`config.mk`:
```
export PLATFORM = sky130hd
export DESIGN_NAME = nn_top
export DESIGN_NICKNAME = d
export VERILOG_FILES = /design/src/design/nn_pkg.sv /design/src/design/nn_lane_if.sv /design/src/design/nn_top.sv /design/src/design/nn_output_layer.sv /design/src/design/nn_neuron.sv /design/src/design/nn_preprocess.sv
export VERILOG_INCLUDE_DIRS = /design/src /design/src/design
export SDC_FILE = /design/constraint.sdc
export NUM_CORES = 1
export LEC_CHECK = 0
export BUFFER_PORTS_ARGS = -buffer_cell sky130_fd_sc_hd__buf_2
export CORE_MARGIN = 2
export CORE_UTILIZATION = 55
export DETAILED_ROUTE_END_ITERATION = 7
export GPL_TIMING_DRIVEN = 1
export PLACE_DENSITY = 0.8
export SYNTH_ARGS = -nofsm -noshare
export SYNTH_HDL_FRONTEND = slang
export SYNTH_SLANG_ARGS = --single-unit
export TNS_END_PERCENT = 10
```
`constraint.sdc`:
```
create_clock -name clk -period 12 [get_ports clk]
set_input_delay 0.6 -clock clk [delete_from_list [all_inputs] [get_ports clk]]
set_output_delay 0.6 -clock clk [all_outputs]
set_load 0.01 [all_outputs]
```
`src/design/nn_cfg.svh`:
```
//==========================================================================
// Fixed configuration of the neural network accelerator
// Data width, lane count, weights, biases, shift amounts, stage codes
//==========================================================================
`ifndef NN_CFG_SVH
`define NN_CFG_SVH

//==========================================================================
// Datapath geometry
//==========================================================================
`define NN_DATA_W       32             // Signed data word width
`define NN_LANES        2              // Hidden neurons, one per input

// Preprocessing, arithmetic right shift per input
`define NN_PRE_SHIFT_0  5'd2
`define NN_PRE_SHIFT_1  5'd2

//==========================================================================
// Weights and biases
//==========================================================================
// Hidden neuron on lane 0
`define NN_W0           32'sd3
`define NN_B0           32'sd1

// Hidden neuron on lane 1
`define NN_W1           32'sd2
`define NN_B1           32'sd2

// Output neuron, one weight per hidden lane
`define NN_WO0          32'sd2
`define NN_WO1          32'sd1
`define NN_BO           32'sd3

// Postprocessing, arithmetic left shift of the result
`define NN_POST_SHIFT   5'd1

// Result driven on any overflow
`define NN_SAT_VALUE    32'sh7fff_ffff

//==========================================================================
// Stage codes, ordered by pipeline position
//==========================================================================
`define NN_STAGE_PRE    3'd1           // Input shift
`define NN_STAGE_HID    3'd2           // Hidden neurons
`define NN_STAGE_OUT    3'd3           // Output neuron
`define NN_STAGE_POST   3'd4           // Output shift
`define NN_STAGE_NONE   3'd7           // Nothing seen yet

`endif
```
`src/design/nn_pkg.sv`:
```
//==========================================================================
// Shared types of the accelerator datapath
// Overflow and first-stage helper functions
//==========================================================================
`default_nettype none

`include "nn_cfg.svh"

package nn_pkg;

    typedef logic signed [`NN_DATA_W-1:0] nn_data_t;  // Data word
    typedef logic        [2:0]            nn_stage_t; // Stage code
    typedef logic        [4:0]            nn_shamt_t; // Shift amount

    // True if the full signed product a*b does not fit one data word
    function automatic logic nn_mul_ovf(input nn_data_t a, input nn_data_t b);
        logic signed [2*`NN_DATA_W-1:0] p;
        logic        [`NN_DATA_W:0]     upper;
        p     = a * b;                             // Full width product
        upper = p[2*`NN_DATA_W-1:`NN_DATA_W-1];    // Sign bit plus all above
        return !((&upper) || !(|upper));
    endfunction

    // Signed add overflow, both operands same sign and sum flipped
    function automatic logic nn_add_ovf(input nn_data_t a, input nn_data_t b,
                                        input nn_data_t s);
        return (a[`NN_DATA_W-1] == b[`NN_DATA_W-1]) &&
               (s[`NN_DATA_W-1] != a[`NN_DATA_W-1]);
    endfunction

    // Keep the earliest stage, record code only on first hit
    function automatic nn_stage_t nn_stage_mark(input nn_stage_t cur, input logic hit,
                                                input nn_stage_t code);
        return (hit && cur == `NN_STAGE_NONE) ? code : cur;
    endfunction

endpackage

`default_nettype wire

```
`src/design/nn_lane_if.sv`:
```
//==========================================================================
// Lane link between pipeline stages
// One data word with its valid strobe and overflow and zero flags
//==========================================================================
`default_nettype none

`include "nn_cfg.svh"

interface nn_lane_if import nn_pkg::*; ();

    logic      valid;       // Item present this cycle
    nn_data_t  data;        // Lane result word
    logic      ovf;         // Overflow seen so far
    logic      zero;        // Zero result seen so far
    nn_stage_t ovf_stage;   // First overflow stage
    nn_stage_t zero_stage;  // First zero stage

    // Producing stage
    modport src (output valid, output data, output ovf, output zero,
                 output ovf_stage, output zero_stage);

    // Consuming stage, no handshake back
    modport dst (input valid, input data, input ovf, input zero,
                 input ovf_stage, input zero_stage);

endinterface

`default_nettype wire

```
`src/design/nn_top.sv`:
```
//==========================================================================
// Accelerator top level, plain ports
// Preprocessing, hidden neuron array and output layer wiring
//==========================================================================
`default_nettype none

`include "nn_cfg.svh"

module nn_top import nn_pkg::*; (
    input  logic      clk,
    input  logic      resetn,               // Async, active low
    input  logic      enable,               // Samples both inputs
    input  nn_data_t  input_1,
    input  nn_data_t  input_2,
    output logic      out_valid,            // Four edges after enable
    output nn_data_t  final_output,
    output logic      total_ovf,
    output logic      total_zero,
    output nn_stage_t ovf_stage,
    output nn_stage_t zero_stage
);

    // Stage links
    nn_lane_if pre_lane [`NN_LANES] ();     // Preprocess to neurons
    nn_lane_if hid_lane [`NN_LANES] ();     // Neurons to output layer

    //==========================================================================
    // Stage 1
    //==========================================================================
    nn_preprocess u_pre (
        .clk     (clk),
        .resetn  (resetn),
        .enable  (enable),
        .input_1 (input_1),
        .input_2 (input_2),
        .lane    (pre_lane)
    );

    //==========================================================================
    // Stage 2, one neuron per lane
    //==========================================================================
    for (genvar i = 0; i < `NN_LANES; i++) begin : g_neuron
        localparam nn_data_t LANE_W = (i == 0) ? `NN_W0 : `NN_W1;
        localparam nn_data_t LANE_B = (i == 0) ? `NN_B0 : `NN_B1;

        nn_neuron #(
            .WEIGHT (LANE_W),
            .BIAS   (LANE_B)
        ) u_neuron (
            .clk    (clk),
            .resetn (resetn),
            .x      (pre_lane[i]),
            .y      (hid_lane[i])
        );
    end

    //==========================================================================
    // Stages 3 and 4
    //==========================================================================
    nn_output_layer u_out (
        .clk          (clk),
        .resetn       (resetn),
        .hid          (hid_lane),
        .out_valid    (out_valid),
        .final_output (final_output),
        .total_ovf    (total_ovf),
        .total_zero   (total_zero),
        .ovf_stage    (ovf_stage),
        .zero_stage   (zero_stage)
    );

endmodule

`default_nettype wire

```
`src/design/nn_output_layer.sv`:
```
//==========================================================================
// Pipeline stages 3 and 4, output neuron and postprocessing
// Lane flag merge, weighted sum with bias, left shift, saturation
//==========================================================================
`default_nettype none

`include "nn_cfg.svh"

module nn_output_layer import nn_pkg::*; (
    input  logic      clk,
    input  logic      resetn,               // Async, active low
    nn_lane_if.dst    hid [`NN_LANES],      // Hidden neuron results
    output logic      out_valid,            // One-cycle result strobe
    output nn_data_t  final_output,
    output logic      total_ovf,
    output logic      total_zero,
    output nn_stage_t ovf_stage,            // First overflow stage
    output nn_stage_t zero_stage            // First zero stage
);

    localparam nn_data_t  WO0        = `NN_WO0;
    localparam nn_data_t  WO1        = `NN_WO1;
    localparam nn_data_t  BO         = `NN_BO;
    localparam nn_shamt_t POST_SHIFT = `NN_POST_SHIFT;

    // Lane fields flattened for looping
    logic      [`NN_LANES-1:0] h_valid;
    logic      [`NN_LANES-1:0] h_ovf;
    logic      [`NN_LANES-1:0] h_zero;
    nn_data_t  h_data       [`NN_LANES];
    nn_stage_t h_ovf_stage  [`NN_LANES];
    nn_stage_t h_zero_stage [`NN_LANES];

    for (genvar l = 0; l < `NN_LANES; l++) begin : g_unpack
        assign h_valid[l]      = hid[l].valid;
        assign h_ovf[l]        = hid[l].ovf;
        assign h_zero[l]       = hid[l].zero;
        assign h_data[l]       = hid[l].data;
        assign h_ovf_stage[l]  = hid[l].ovf_stage;
        assign h_zero_stage[l] = hid[l].zero_stage;
    end

    //==========================================================================
    // Stage 3, flag merge and output neuron
    //==========================================================================
    nn_stage_t m_ovf_stage;     // Lowest overflow code among lanes
    nn_stage_t m_zero_stage;    // Lowest zero code among lanes
    nn_data_t  p0, p1;          // Weighted lane words
    nn_data_t  sum_a, sum_b;    // p0 + p1, then + BO
    logic      o_ovf_now;       // Overflow inside the output neuron
    logic      o_ovf_any;
    logic      o_zero_now;

    always_comb begin
        m_ovf_stage  = `NN_STAGE_NONE;
        m_zero_stage = `NN_STAGE_NONE;
        for (int l = 0; l < `NN_LANES; l++) begin
            if (h_ovf_stage[l] < m_ovf_stage)   m_ovf_stage  = h_ovf_stage[l];
            if (h_zero_stage[l] < m_zero_stage) m_zero_stage = h_zero_stage[l];
        end
        p0         = h_data[0] * WO0;
        p1         = h_data[1] * WO1;
        sum_a      = p0 + p1;
        sum_b      = sum_a + BO;
        o_ovf_now  = nn_mul_ovf(h_data[0], WO0) | nn_mul_ovf(h_data[1], WO1) |
                     nn_add_ovf(p0, p1, sum_a) | nn_add_ovf(sum_a, BO, sum_b);
        o_ovf_any  = (|h_ovf) | o_ovf_now;
        o_zero_now = !o_ovf_any && (sum_b == '0);
    end

    logic      s1_valid;
    logic      s1_ovf;
    logic      s1_zero;
    nn_stage_t s1_ovf_stage;
    nn_stage_t s1_zero_stage;
    nn_data_t  s1_data;

    always_ff @(posedge clk or negedge resetn) begin
        if (!resetn) begin
            s1_valid      <= 1'b0;
            s1_ovf        <= 1'b0;
            s1_zero       <= 1'b0;
            s1_ovf_stage  <= `NN_STAGE_NONE;
            s1_zero_stage <= `NN_STAGE_NONE;
        end else begin
            s1_valid      <= &h_valid;           // Lanes move in lockstep
            s1_ovf        <= o_ovf_any;
            s1_zero       <= (|h_zero) | o_zero_now;
            s1_ovf_stage  <= nn_stage_mark(m_ovf_stage, o_ovf_now, `NN_STAGE_OUT);
            s1_zero_stage <= nn_stage_mark(m_zero_stage, o_zero_now, `NN_STAGE_OUT);
        end
    end

    always_ff @(posedge clk) begin
        s1_data <= sum_b;
    end

    //==========================================================================
    // Stage 4, postprocessing shift and result registers
    //==========================================================================
    nn_data_t shifted;          // s1_data <<< POST_SHIFT
    logic     p_ovf_now;        // Bits lost in the shift
    logic     p_ovf_any;
    logic     p_zero_now;

    always_comb begin
        shifted    = s1_data <<< POST_SHIFT;
        p_ovf_now  = ((shifted >>> POST_SHIFT) != s1_data);  // Shift back must match
        p_ovf_any  = s1_ovf | p_ovf_now;
        p_zero_now = !p_ovf_any && (shifted == '0);
    end

    // Outputs move only with a valid item, hold otherwise
    always_ff @(posedge clk or negedge resetn) begin
        if (!resetn) begin
            out_valid    <= 1'b0;
            final_output <= '0;
            total_ovf    <= 1'b0;
            total_zero   <= 1'b0;
            ovf_stage    <= `NN_STAGE_NONE;
            zero_stage   <= `NN_STAGE_NONE;
        end else begin
            out_valid <= s1_valid;
            if (s1_valid) begin
                final_output <= p_ovf_any ? `NN_SAT_VALUE : shifted;  // Saturate
                total_ovf    <= p_ovf_any;
                total_zero   <= s1_zero | p_zero_now;
                ovf_stage    <= nn_stage_mark(s1_ovf_stage, p_ovf_now, `NN_STAGE_POST);
                zero_stage   <= nn_stage_mark(s1_zero_stage, p_zero_now, `NN_STAGE_POST);
            end
        end
    end

endmodule

`default_nettype wire

```
`src/design/nn_neuron.sv`:
```
//==========================================================================
// Pipeline stage 2, one hidden neuron
// Multiply by weight, add bias, overflow and zero checks
//==========================================================================
`default_nettype none

`include "nn_cfg.svh"

module nn_neuron import nn_pkg::*; #(
    parameter nn_data_t WEIGHT = 1,         // Lane weight
    parameter nn_data_t BIAS   = 0          // Lane bias
) (
    input  logic   clk,
    input  logic   resetn,                  // Async, active low
    nn_lane_if.dst x,                       // From preprocessing
    nn_lane_if.src y                        // To output layer
);

    nn_data_t prod;         // Low word of x * WEIGHT
    nn_data_t sum;          // prod + BIAS
    logic     mul_ovf;      // Product needs more than one word
    logic     add_ovf;      // Bias add wrapped
    logic     ovf_now;      // This stage overflowed
    logic     ovf_any;      // Overflow incoming or here
    logic     zero_now;     // Zero sum, valid only without overflow

    //==========================================================================
    // Multiply-accumulate
    //==========================================================================
    always_comb begin
        prod     = x.data * WEIGHT;                  // Wraps, checked below
        sum      = prod + BIAS;
        mul_ovf  = nn_mul_ovf(x.data, WEIGHT);
        add_ovf  = nn_add_ovf(prod, BIAS, sum);
        ovf_now  = mul_ovf | add_ovf;
        ovf_any  = x.ovf | ovf_now;
        zero_now = !ovf_any && (sum == '0);          // No zero check after overflow
    end

    //==========================================================================
    // Stage registers
    //==========================================================================
    always_ff @(posedge clk or negedge resetn) begin
        if (!resetn) begin
            y.valid      <= 1'b0;
            y.ovf        <= 1'b0;
            y.zero       <= 1'b0;
            y.ovf_stage  <= `NN_STAGE_NONE;
            y.zero_stage <= `NN_STAGE_NONE;
        end else begin
            y.valid      <= x.valid;
            y.ovf        <= ovf_any;                 // Sticky for the item
            y.zero       <= x.zero | zero_now;
            y.ovf_stage  <= nn_stage_mark(x.ovf_stage, ovf_now, `NN_STAGE_HID);
            y.zero_stage <= nn_stage_mark(x.zero_stage, zero_now, `NN_STAGE_HID);
        end
    end

    // Result word, wrapped value on overflow, saturated at the end
    always_ff @(posedge clk) begin
        y.data <= sum;
    end

endmodule

`default_nettype wire

```
`src/design/nn_preprocess.sv`:
```
//==========================================================================
// Pipeline stage 1, input preprocessing
// Arithmetic right shift of both inputs, lane flags start here
//==========================================================================
`default_nettype none

`include "nn_cfg.svh"

module nn_preprocess import nn_pkg::*; (
    input  logic     clk,
    input  logic     resetn,                // Async, active low
    input  logic     enable,                // Item strobe
    input  nn_data_t input_1,
    input  nn_data_t input_2,
    nn_lane_if.src   lane [`NN_LANES]       // One lane per hidden neuron
);

    // Per-lane shift amount
    localparam nn_shamt_t PRE_SHIFT [`NN_LANES] = '{`NN_PRE_SHIFT_0, `NN_PRE_SHIFT_1};

    nn_data_t in_word [`NN_LANES];          // Raw inputs by lane
    nn_data_t shifted [`NN_LANES];          // After right shift
    logic     [`NN_LANES-1:0] lane_zero;    // Per-lane zero hit
    logic     any_zero;                     // Shared by all lanes

    assign in_word[0] = input_1;
    assign in_word[1] = input_2;

    // Either input zero marks the whole item
    assign any_zero = |lane_zero;

    //==========================================================================
    // Lane registers
    //==========================================================================
    for (genvar l = 0; l < `NN_LANES; l++) begin : g_lane

        // Sign-keeping shift
        assign shifted[l]   = in_word[l] >>> PRE_SHIFT[l];
        assign lane_zero[l] = (shifted[l] == '0);

        // Control and flags
        always_ff @(posedge clk or negedge resetn) begin
            if (!resetn) begin
                lane[l].valid      <= 1'b0;
                lane[l].ovf        <= 1'b0;
                lane[l].zero       <= 1'b0;
                lane[l].ovf_stage  <= `NN_STAGE_NONE;
                lane[l].zero_stage <= `NN_STAGE_NONE;
            end else begin
                lane[l].valid      <= enable;          // Valid follows the strobe
                lane[l].ovf        <= 1'b0;            // Shift right never overflows
                lane[l].ovf_stage  <= `NN_STAGE_NONE;
                lane[l].zero       <= any_zero;
                lane[l].zero_stage <= any_zero ? `NN_STAGE_PRE : `NN_STAGE_NONE;
            end
        end

        // Payload
        always_ff @(posedge clk) begin
            lane[l].data <= shifted[l];
        end

    end

endmodule

`default_nettype wire

```
; ---- Word-level counts from Yosys, hierarchy flattened
; Cells that the tools add are included.
[word_totals]
out_inout_bits = 41
reg_bits = 228
input_bits = 67
word_cells = 118
[classes]
n_reduce_logical = 42
n_mul = 2
eq_ne = 11
bitwise_logic = 13
n_addsub = 4
muxes = 14
order_cmp = 4
[op_table]
columns = operator, count
row1 = 32-bit zero test, 6
row2 = 3-bit two-way mux, 13
row3 = 30-bit by 3-bit multiplier with 33-bit output (second input constant), 1
row4 = 33-bit AND reduction, 1
row5 = 33-bit OR reduction, 1
row6 = 31-bit by 3-bit adder with 32-bit output (second input constant), 1
row7 = 32-bit by 2-bit adder with 32-bit output (second input constant), 1
row8 = 32-bit by 3-bit adder with 32-bit output (second input constant), 1
row9 = 32-bit adder, 1
row10 = 30-bit by 3-bit multiplier with 32-bit output (second input constant), 1
row11 = 32-bit two-way mux, 1
row12 = 3-bit == test (second input constant), 5
row13 = 1-bit logical AND, 14
row14 = 1-bit zero test, 10
row15 = 1-bit bitwise OR, 10
row16 = 2-bit OR reduction, 5
row17 = 3-bit less-than comparator, 2
row18 = 3-bit less-than comparator (second input constant), 2
row19 = 1-bit inequality test, 5
row20 = 2-bit AND reduction, 2
row21 = 1-bit logical OR, 3
row22 = 1-bit inverter, 3
row23 = 1-bit == test, 1

; ---- Logic depth before layout (Yosys ltp)
; Gate-level depths: netlist of the first run.
[depth]
depth_word = 11
depth_mapped = 23

; ---- Cells and area by module
; From an unflattened synthesis of the first run, not the netlist that was laid out.
[unflattened]
cells_unflattened = 1482
area_unflattened_um2 = 13892.1
[modules_own_cells]
columns = module, n_inst, seq_area_each_um2, cells_per_inst, area_per_inst_um2
row1 = nn_output_layer, 1, 1881.8, 624, 5809.3
row2 = nn_neuron (g_neuron[0].u_neuron), 1, 873.3, 523, 4409.2
row3 = nn_neuron (g_neuron[1].u_neuron), 1, 853.3, 229, 2104.5
row4 = nn_preprocess, 1, 1277.5, 106, 1569.0

; ---- Worst setup path before layout of the first run
; No wires, ideal clock.
[synth_timing]
path_type = flip-flop to flip-flop
startpoint = register u_pre.lane[0].data[1]
endpoint = register g_neuron[0].u_neuron.y.zero
setup_ps = 64
t_arrival_ps = 5221
t_required_ps = 11936
path_stages_with_launch = 24
setup_slack_ps = 6715
cell_sequence = dfxtp_1 ha_1 ha_1 fa_1 a211oi_2 o21ai_0 nand4_1 a31oi_1 xnor2_1 nand4b_1 nor3_1 nand2_1 nor2_1 and3_1 ha_1 nand2_1 or3_1 nor3_1 o21ai_2 a2111oi_2 o2111ai_1 or4_1 nor4_2 a21o_1
[synth_via]
elab_chain_cells = 9
elab_cells_between_ends = 16
cone_classes = 1 x add/sub / 2 x mul / 1 x eq/ne / 3 x bitwise / 9 x reduce/logical
[synth_lines]
columns = item, line_no
row1 = "start, declared", nn_lane_if.sv:19  ; modport src (output valid, output data, output ovf, output zero,
row2 = "start signal, assigned", nn_preprocess.sv:60  ; lane[l].data <= shifted[l];
row3 = "parallel branches: the longest is 7 deep, another holds 30-bit by 3-bit multiplier with 32-bit output", -
row4 = 1-bit logical AND (*), nn_neuron.sv:37  ; zero_now = !ovf_any && (sum == '0);
row5 = 1-bit bitwise OR (*), nn_neuron.sv:53  ; y.zero <= x.zero | zero_now;
row6 = "end, declared", nn_lane_if.sv:19
; Mark *: on every way between the ends.
; A chain may end at the register's enable or synchronous reset.

; ---- Final worst setup path of the first run
[layout_timing]
startpoint = register u_pre.lane[0].data[1]
endpoint = register g_neuron[0].u_neuron.y.zero_stage[0]
[layout_via]
elab_chain_cells = 10
elab_cells_between_ends = 17
cone_classes = 1 x add/sub / 2 x mul / 1 x eq/ne / 1 x mux / 2 x bitwise / 10 x reduce/logical
[layout_lines]
columns = item, line_no
row1 = "parallel branches: the longest is 7 deep, another holds 30-bit by 3-bit multiplier with 32-bit output", -
row2 = 1-bit logical AND (*), nn_neuron.sv:37
row3 = 1-bit logical AND (no source line) (*), -
row4 = 3-bit two-way mux (*), nn_pkg.sv:34  ; return (hit && cur == `NN_STAGE_NONE) ? code : cur;
row5 = "end, declared", nn_lane_if.sv:20  ; output ovf_stage, output zero_stage);
; Marks and branches as above.

==> impl_metrics.json, run 1 <==
{
  "reg2reg_from": "u_pre.lane[0].data[1]",
  "drt_iter0_drc": 454,
  "cts_hold_buffers": 0,
  "cts_buffer_depth": 3,
  "power_leakage_nw": 5.546,
  "drc_errors": 0,
  "wl_per_cell_um": 15.39,
  "layout_common_cells": "dfxtp_1, buf_2, ha_1",
  "p_switching_mw": 0.8231,
  "synth_edf_count": 0,
  "place.gp.congestion": 0.8956,
  "regToRegEndpoint": "g_neuron[0].u_neuron.y.zero_stage[0]",
  "clk_pin_slew_ns": 0.06,
  "final_common_cell": "dfxtp_1",
  "fp.dieArea_um2": 22650,
  "synth_seq_cells": 218,
  "drt_first_pass_iters": 5,
  "viasPerCell": 5.711,
  "antenna_found_initial": 0,
  "synth_area_leaders": "dfxtp_1, ha_1, dfrtp_1",
  "met2_usage_pct": 37.98,
  "initial_core_util_pct": 56.15,
  "hold_viol": 0,
  "fin_skew_ns": 0.01219,
  "crit_type": "reg2reg",
  "combPwrFrac_pct": 33.5,
  "swShare_pct": 33.55,
  "max_clock_freq_mhz": 154.7,
  "fillers": 1737,
  "io_pins": 108,
  "port_buffers": 103,
  "rr_worst_depth": 23,
  "slew_violations": 0,
  "finalSetupTns_ns": 0,
  "multi_input_area_um2": 6807,
  "rsz0062_at_grt": "no",
  "setup_violations": 0,
  "rrSetupSlack_ns": 5.54,
  "p_clk_share_pct": 28.3,
  "htree_levels": 1,
  "rows": 53,
  "ir_drop_v": 0.0001256,
  "min_from": "enable",
  "cap_viol_max_count": 0,
  "dp.final_hpwl_mm": 19.36,
  "seq_power_share_pct": 38.2,
  "grt_usage_pct": 22.05,
  "arrival_ns": 6.88,
  "pwr_density_cell_nw_per_um2": 184.6,
  "ys_seq_area_share_pct": 39.90,
  "grt_pass1_vias": 8719,
  "met3_usage_pct": 3.000,
  "busiest_layer": "met2",
  "syn2layout_area_growth_pct": 12.60,
  "synth_top_area_share_pct": 26.12,
  "synth_area_um2": 11800,
  "synth-async-reset-ratio_pct": 29.36,
  "synth_top_cell_by_area": "dfxtp_1",
  "grt_max_degree": 65,
  "yosysWarnings": 0,
  "worstPathMaxFanout": 6,
  "grtUsageMet1_pct": 28.49,
  "nets": 1485,
  "status": "complete, no violations",
  "drtAntennaViolNets": 0,
  "vias": 9194,
  "setup_ws_ns": 5.537,
  "die_h_um": 150.5,
  "drive_above_1_share_pct": 15.81,
  "cts-root-buf": "clkbuf_16",
  "min_to": "u_pre.lane[0].valid",
  "intPower_mw": 1.630,
  "synthDistinctLibCells": 95,
  "synthCells": 1223,
  "pre_cts_slack_ns": 5.542,
  "clock-sinks": 218,
  "cts_resized": 0,
  "worst_slew_pin_slew_ns": 1.141,
  "wl_mm": 24.77,
  "post-route-period-util_pct": 53.86,
  "end_kind": "register",
  "antenna_cells": 0,
  "crit_required_ns": 12.42,
  "maxSlewHeadroom_pct": 22.91,
  "seqCellArea_um2": 4710,
  "syn_nets": 1390,
  "grt_pass1_wl_mm": 40.95,
  "clk_latency_ns": 0.52,
  "core_um2": 21020,
  "cp-start-kind": "register",
  "postCtsSetupBuffers": 0,
  "avgSynthCellArea_um2": 9.651,
  "grt_overflow_total": 0,
  "die_x_um": 150.5,
  "cts_tree": "done",
  "min_path_type": "in2reg",
  "hold_depth": 1,
  "cts_made_buffers": 23,
  "synthFlopType": "dfxtp_1",
  "timing.final.crit_period_ns": 6.463
}
==> synth_stat cells (all sizes together), types with 8 or more instances <==
library cell / instances
dfxtp: 154
ha: 98
xnor2: 88
nand2: 81
nor2: 79
a21oi: 62
o21ai: 48
dfrtp: 44
xor2: 43
nand3: 42
inv: 37
a21o: 35
nand4: 31
nor3: 29
o22a: 29
clkbuf: 28
nor4: 28
and3: 24
dfstp: 20
a211oi: 15
and4: 12
o21a: 12
a31oi: 11
and2: 11
nor2b: 10
o211ai: 10
or2: 10
nand2b: 8
==> worst max-delay path by stage <==
stage                                      from                              endpoint  slack (ns)  cells after the start
after floorplan           u_pre.lane[0].data[1]           g_neuron[0].u_neuron.y.zero        6.72                     23
after global placement    u_pre.lane[0].data[1]  g_neuron[0].u_neuron.y.zero_stage[0]        5.65                     23
after detailed placement  u_pre.lane[0].data[1]  g_neuron[0].u_neuron.y.zero_stage[0]        5.54                     23
after CTS                 u_pre.lane[0].data[1]  g_neuron[0].u_neuron.y.zero_stage[0]        5.50                     23
after global routing      u_pre.lane[0].data[1]  g_neuron[0].u_neuron.y.zero_stage[0]        4.83                     23
final                     u_pre.lane[0].data[1]  g_neuron[0].u_neuron.y.zero_stage[0]        5.54                     23
==> metrics by stage <==
stage | hold slack [ns] | util [%] | instance area (µm²) | power (mW) | cells
after floorplan | 0.3044 | - | 11800 | 1.575 | 1223
after global placement | 0.3382 | 59.60 | 12530 | 1.745 | 1568
after detailed placement | 0.3492 | 59.60 | 12530 | 1.767 | 1568
after CTS | 0.1722 | 63.22 | 13290 | 2.471 | 1610
after global routing | 0.1626 | 63.22 | 13290 | 2.619 | 1610
final | 0.1806 | 63.22 | 13290 | 2.453 | 1610
==> critical path, stage by stage, from the launching register on <==
cell       delay, ns
dfxtp_1         0.33
ha_1            0.31
ha_1            0.25
fa_1            0.46
a211oi_2        0.37
o21ai_0         0.25
nand4_1         0.20
a31oi_1         0.18
xnor2_1         0.39
nand4b_1        0.28
nor3_1          0.49
nand2_1         0.10
nor2_1          0.15
and3_1          0.17
ha_1            0.25
nand2_1         0.07
or3_1           0.31
nor3_1          0.20
o21ai_2         0.12
a2111oi_2       0.33
o21ai_0         0.13
or4_1           0.40
nor4_1          0.44
nand4_1         0.17
==> sequential cells by signal (all words and copies together) (netlist names), 3 cells and up <==
| name | flops |
|---|---|
| u_out.ovf_stage | 3 |
| g_neuron.u_neuron.y.zero_stage | 6 |
| u_out.s1_data | 31 |
| g_neuron.u_neuron.y.data | 63 |
| u_out.final_output | 32 |
| u_pre.lane.data | 60 |
| u_out.zero_stage | 3 |
| u_out.s1_zero_stage | 3 |
==> area by class of cell <==
| class | count | share of cell area, % |
|---|---|---|
| timing repair buffer | 105 | 3.992 |
| multi-input combinational | 933 | 51.21 |
| tap | 275 | 2.589 |
| clock buffer | 32 | 4.971 |
| inverter | 37 | 1.045 |
| clock inverter | 10 | 0.7532 |
| sequential | 218 | 35.44 |
==> power groups by stage <==
stage                     sequential [mW]  combinational [mW]  clock, mW
after floorplan                     0.947               0.628          0
after global placement              0.945               0.800          0
after detailed placement            0.949               0.818          0
after CTS                           0.937               0.823      0.711
after global routing                0.951               0.926      0.742
final                               0.936               0.822      0.695
==> cells by family after synthesis <==
kind of cell,share of synthesized area (%)
buf+inv,2.428
compound gates,16.97
fa+ha+maj,10.73
flops,39.90
mux,1.262
simple gates,18.73
xor+xnor,9.976
==> layer usage <==
layer  up-vias  wire (µm)
met2       209      11680
met1      4245      11240
met3        45       1094
met5         -          0
met4         0        754
li1       4695          -
No activity file was read; power rests on OpenSTA's default activity.
==> run 2, diff against run 1 <==
- clock period: 12 -> 6.75 ns (I/O delays scaled with it)
==> run 2 against run 1 <==
  * Die area unchanged
  * Global-route usage increased by 1.9 points
  * Clock skew increased by 0.0069 ns
  * Flip-flop and latch count unchanged
  * Critical path depth unchanged
  * Combinational power increased by 84%
  * Final area increased by 4.8%
  * Sequential power increased by 78%
  * Sequential share of layout area decreased by 1.6 points
  * Via count increased by 4.8%
  * Wire length increased by 8.1%
  * Critical endpoint unchanged
  * Highest routed layer unchanged
==> impl_metrics.json, run 2 (synthesized netlist as in run 1, its figures left out) <==
{
  "die_h_um": 150.5,
  "syn2layout_area_growth_pct": 17.98,
  "post-route-period-util_pct": 93.30,
  "drc_errors": 0,
  "finalSetupTns_ns": 0,
  "worst_slew_pin_slew_ns": 1.107,
  "final_common_cell": "dfxtp_1",
  "crit_required_ns": 7.18,
  "fp.dieArea_um2": 22650,
  "grt_pass1_wl_mm": 44.26,
  "htree_levels": 1,
  "cts_buffer_depth": 3,
  "maxSlewHeadroom_pct": 25.17,
  "fin_cells": 1676,
  "drive_above_1_share_pct": 15.35,
  "nets": 1550,
  "arrival_ns": 6.72,
  "worstPathCellList": "ha_1, ha_1, fa_1, a211oi_2, o21ai_0, nand4_1, a31oi_1, xnor2_1, nand4b_1, nor3_2, nand2_1, nor2_1, and3_1, ha_1, nand2_1, or3_1, nor3_1, o21ai_2, a2111oi_2, o21ai_0, or4_1, nor4_1, nand4_1",
  "cts_tree": "done",
  "clock-sinks": 218,
  "crit_type": "reg2reg",
  "drt_first_pass_iters": 5,
  "die_x_um": 150.5,
  "place.gp.congestion": 0.8886,
  "pwr_density_cell_nw_per_um2": 316.4,
  "vias": 9631,
  "worstPathMaxFanout": 6,
  "layout_common_cells": "dfxtp_1, buf_2, ha_1",
  "io_pins": 108,
  "viasPerCell": 5.746,
  "grt_usage_pct": 24.00,
  "drt_iter0_drc": 502,
  "port_buffers": 103,
  "clk_pin_slew_ns": 0.06,
  "rsz0062_at_grt": "no",
  "largest_reg_flops": 63,
  "slowest_stage": "fa_1",
  "cp_common_cell": "ha_1",
  "finalPower_mw": 4.405,
  "hold_viol": 0,
  "dp.final_hpwl_mm": 19.66,
  "antenna_found_initial": 0,
  "status": "complete, no violations",
  "top_register": "g_neuron.u_neuron.y.data",
  "wl_per_cell_um": 15.98,
  "drtAntennaViolNets": 0,
  "clk_latency_ns": 0.53,
  "postCtsSetupBuffers": 0,
  "cp-start-kind": "register",
  "cap_viol_max_count": 0,
  "grt_max_degree": 65,
  "end_kind": "register",
  "setup_violations": 0,
  "max_clock_freq_mhz": 158.8,
  "antenna_cells": 0,
  "power_leakage_nw": 5.814,
  "min_path_type": "reg2reg",
  "placed_cells": 1570,
  "fin_skew_ns": 0.01905,
  "cts_made_buffers": 24,
  "timing.final.crit_period_ns": 6.297,
  "reg_top3": "g_neuron.u_neuron.y.data: 63 flops, u_pre.lane.data: 60 flops, u_out.final_output: 32 flops",
  "grt_pass1_vias": 9304,
  "slowest_delay_ns": 0.46,
  "slew_violations": 0,
  "cts-root-buf": "clkbuf_16",
  "wl_mm": 26.78,
  "rows": 53,
  "ir_drop_v": 0.0002251,
  "grt_overflow_total": 0,
  "core_um2": 21020,
  "initial_core_util_pct": 56.15
}
[run 2: metal layers]
| layer | global-route usage [%] | part of all wire [%] | up-vias |
|---|---|---|---|
| li1 | - | - | 4824 |
| met2 | 42.43 | 49 | 253 |
| met4 | 8.679 | 3.6 | 0 |
| met3 | 3.212 | 4.6 | 78 |
| met5 | 0 | 0 | - |
| met1 | 29.85 | 43 | 4476 |
[run 2: final timing paths]
kind / startpoint / end / slack (ns) / cells past startpoint
setup / recovery: u_pre.lane[0].data[1] / g_neuron[0].u_neuron.y.zero_stage[0] / 0.45 / 23
hold / removal: u_pre.lane[0].valid / g_neuron[1].u_neuron.y.valid / 0.35 / 0
setup reg to reg: u_pre.lane[0].data[1] / g_neuron[0].u_neuron.y.zero_stage[0] / 0.45 / 23
hold reg to reg: u_pre.lane[0].valid / g_neuron[1].u_neuron.y.valid / 0.35 / 0
max in group asynchronous: resetn / g_neuron[0].u_neuron.y.zero / 5.73 / 3
min in group asynchronous: resetn / u_out.out_valid / 0.51 / 3
[run 2: per-stage QoR]
step,utilization [%],cell area (µm²),setup WS [ns],hold WS [ns]
floorplan,-,11800,1.465,0.04191
global placement,59.68,12540,0.5484,0.3405
detailed placement,59.68,12540,0.4084,0.3418
CTS,66.17,13910,0.3877,0.0002642
global route,66.24,13920,0.03983,0.3583
finish,66.24,13920,0.4526,0.3535
[run 2: layout make-up]
cell class | instances | area (µm²)
Multi-Input combinational cell | 933 | 6812
Sequential cell | 218 | 4710
Inverter | 37 | 138.9
Tap cell | 275 | 344.1
Fill cell | 1632 | 7097
Clock buffer | 32 | 661.9
Clock inverter | 12 | 92.59
Timing Repair Buffer | 169 | 1166
[run 2: where the power goes]
| group | switching, mW | leakage [nW] | internal [mW] |
|---|---|---|---|
| Combinational | 0.862 | 3.48 | 0.647 |
| Clock | 0.531 | 0.370 | 0.700 |
| Sequential | 0.117 | 1.96 | 1.55 |
[run 2: worst max-delay path, delay by kind of cell, from the launching register on]
| family | cells | cell delay, ns |
|---|---|---|
| and+or+nand+nor | 12 | 2.79 |
| AOI/OAI and AO/OA | 6 | 1.43 |
| adders and majority gates | 4 | 1.24 |
| xor gates and xnor gates | 1 | 0.42 |
| DFF | 1 | 0.33 |
[run 2: timing repair]
action / CTS / global route
gates resized for setup: 0 / 1
hold buffers: 61 / 1
hold endpoints to repair: 93 / 1
setup endpoints to repair: 0 / 3
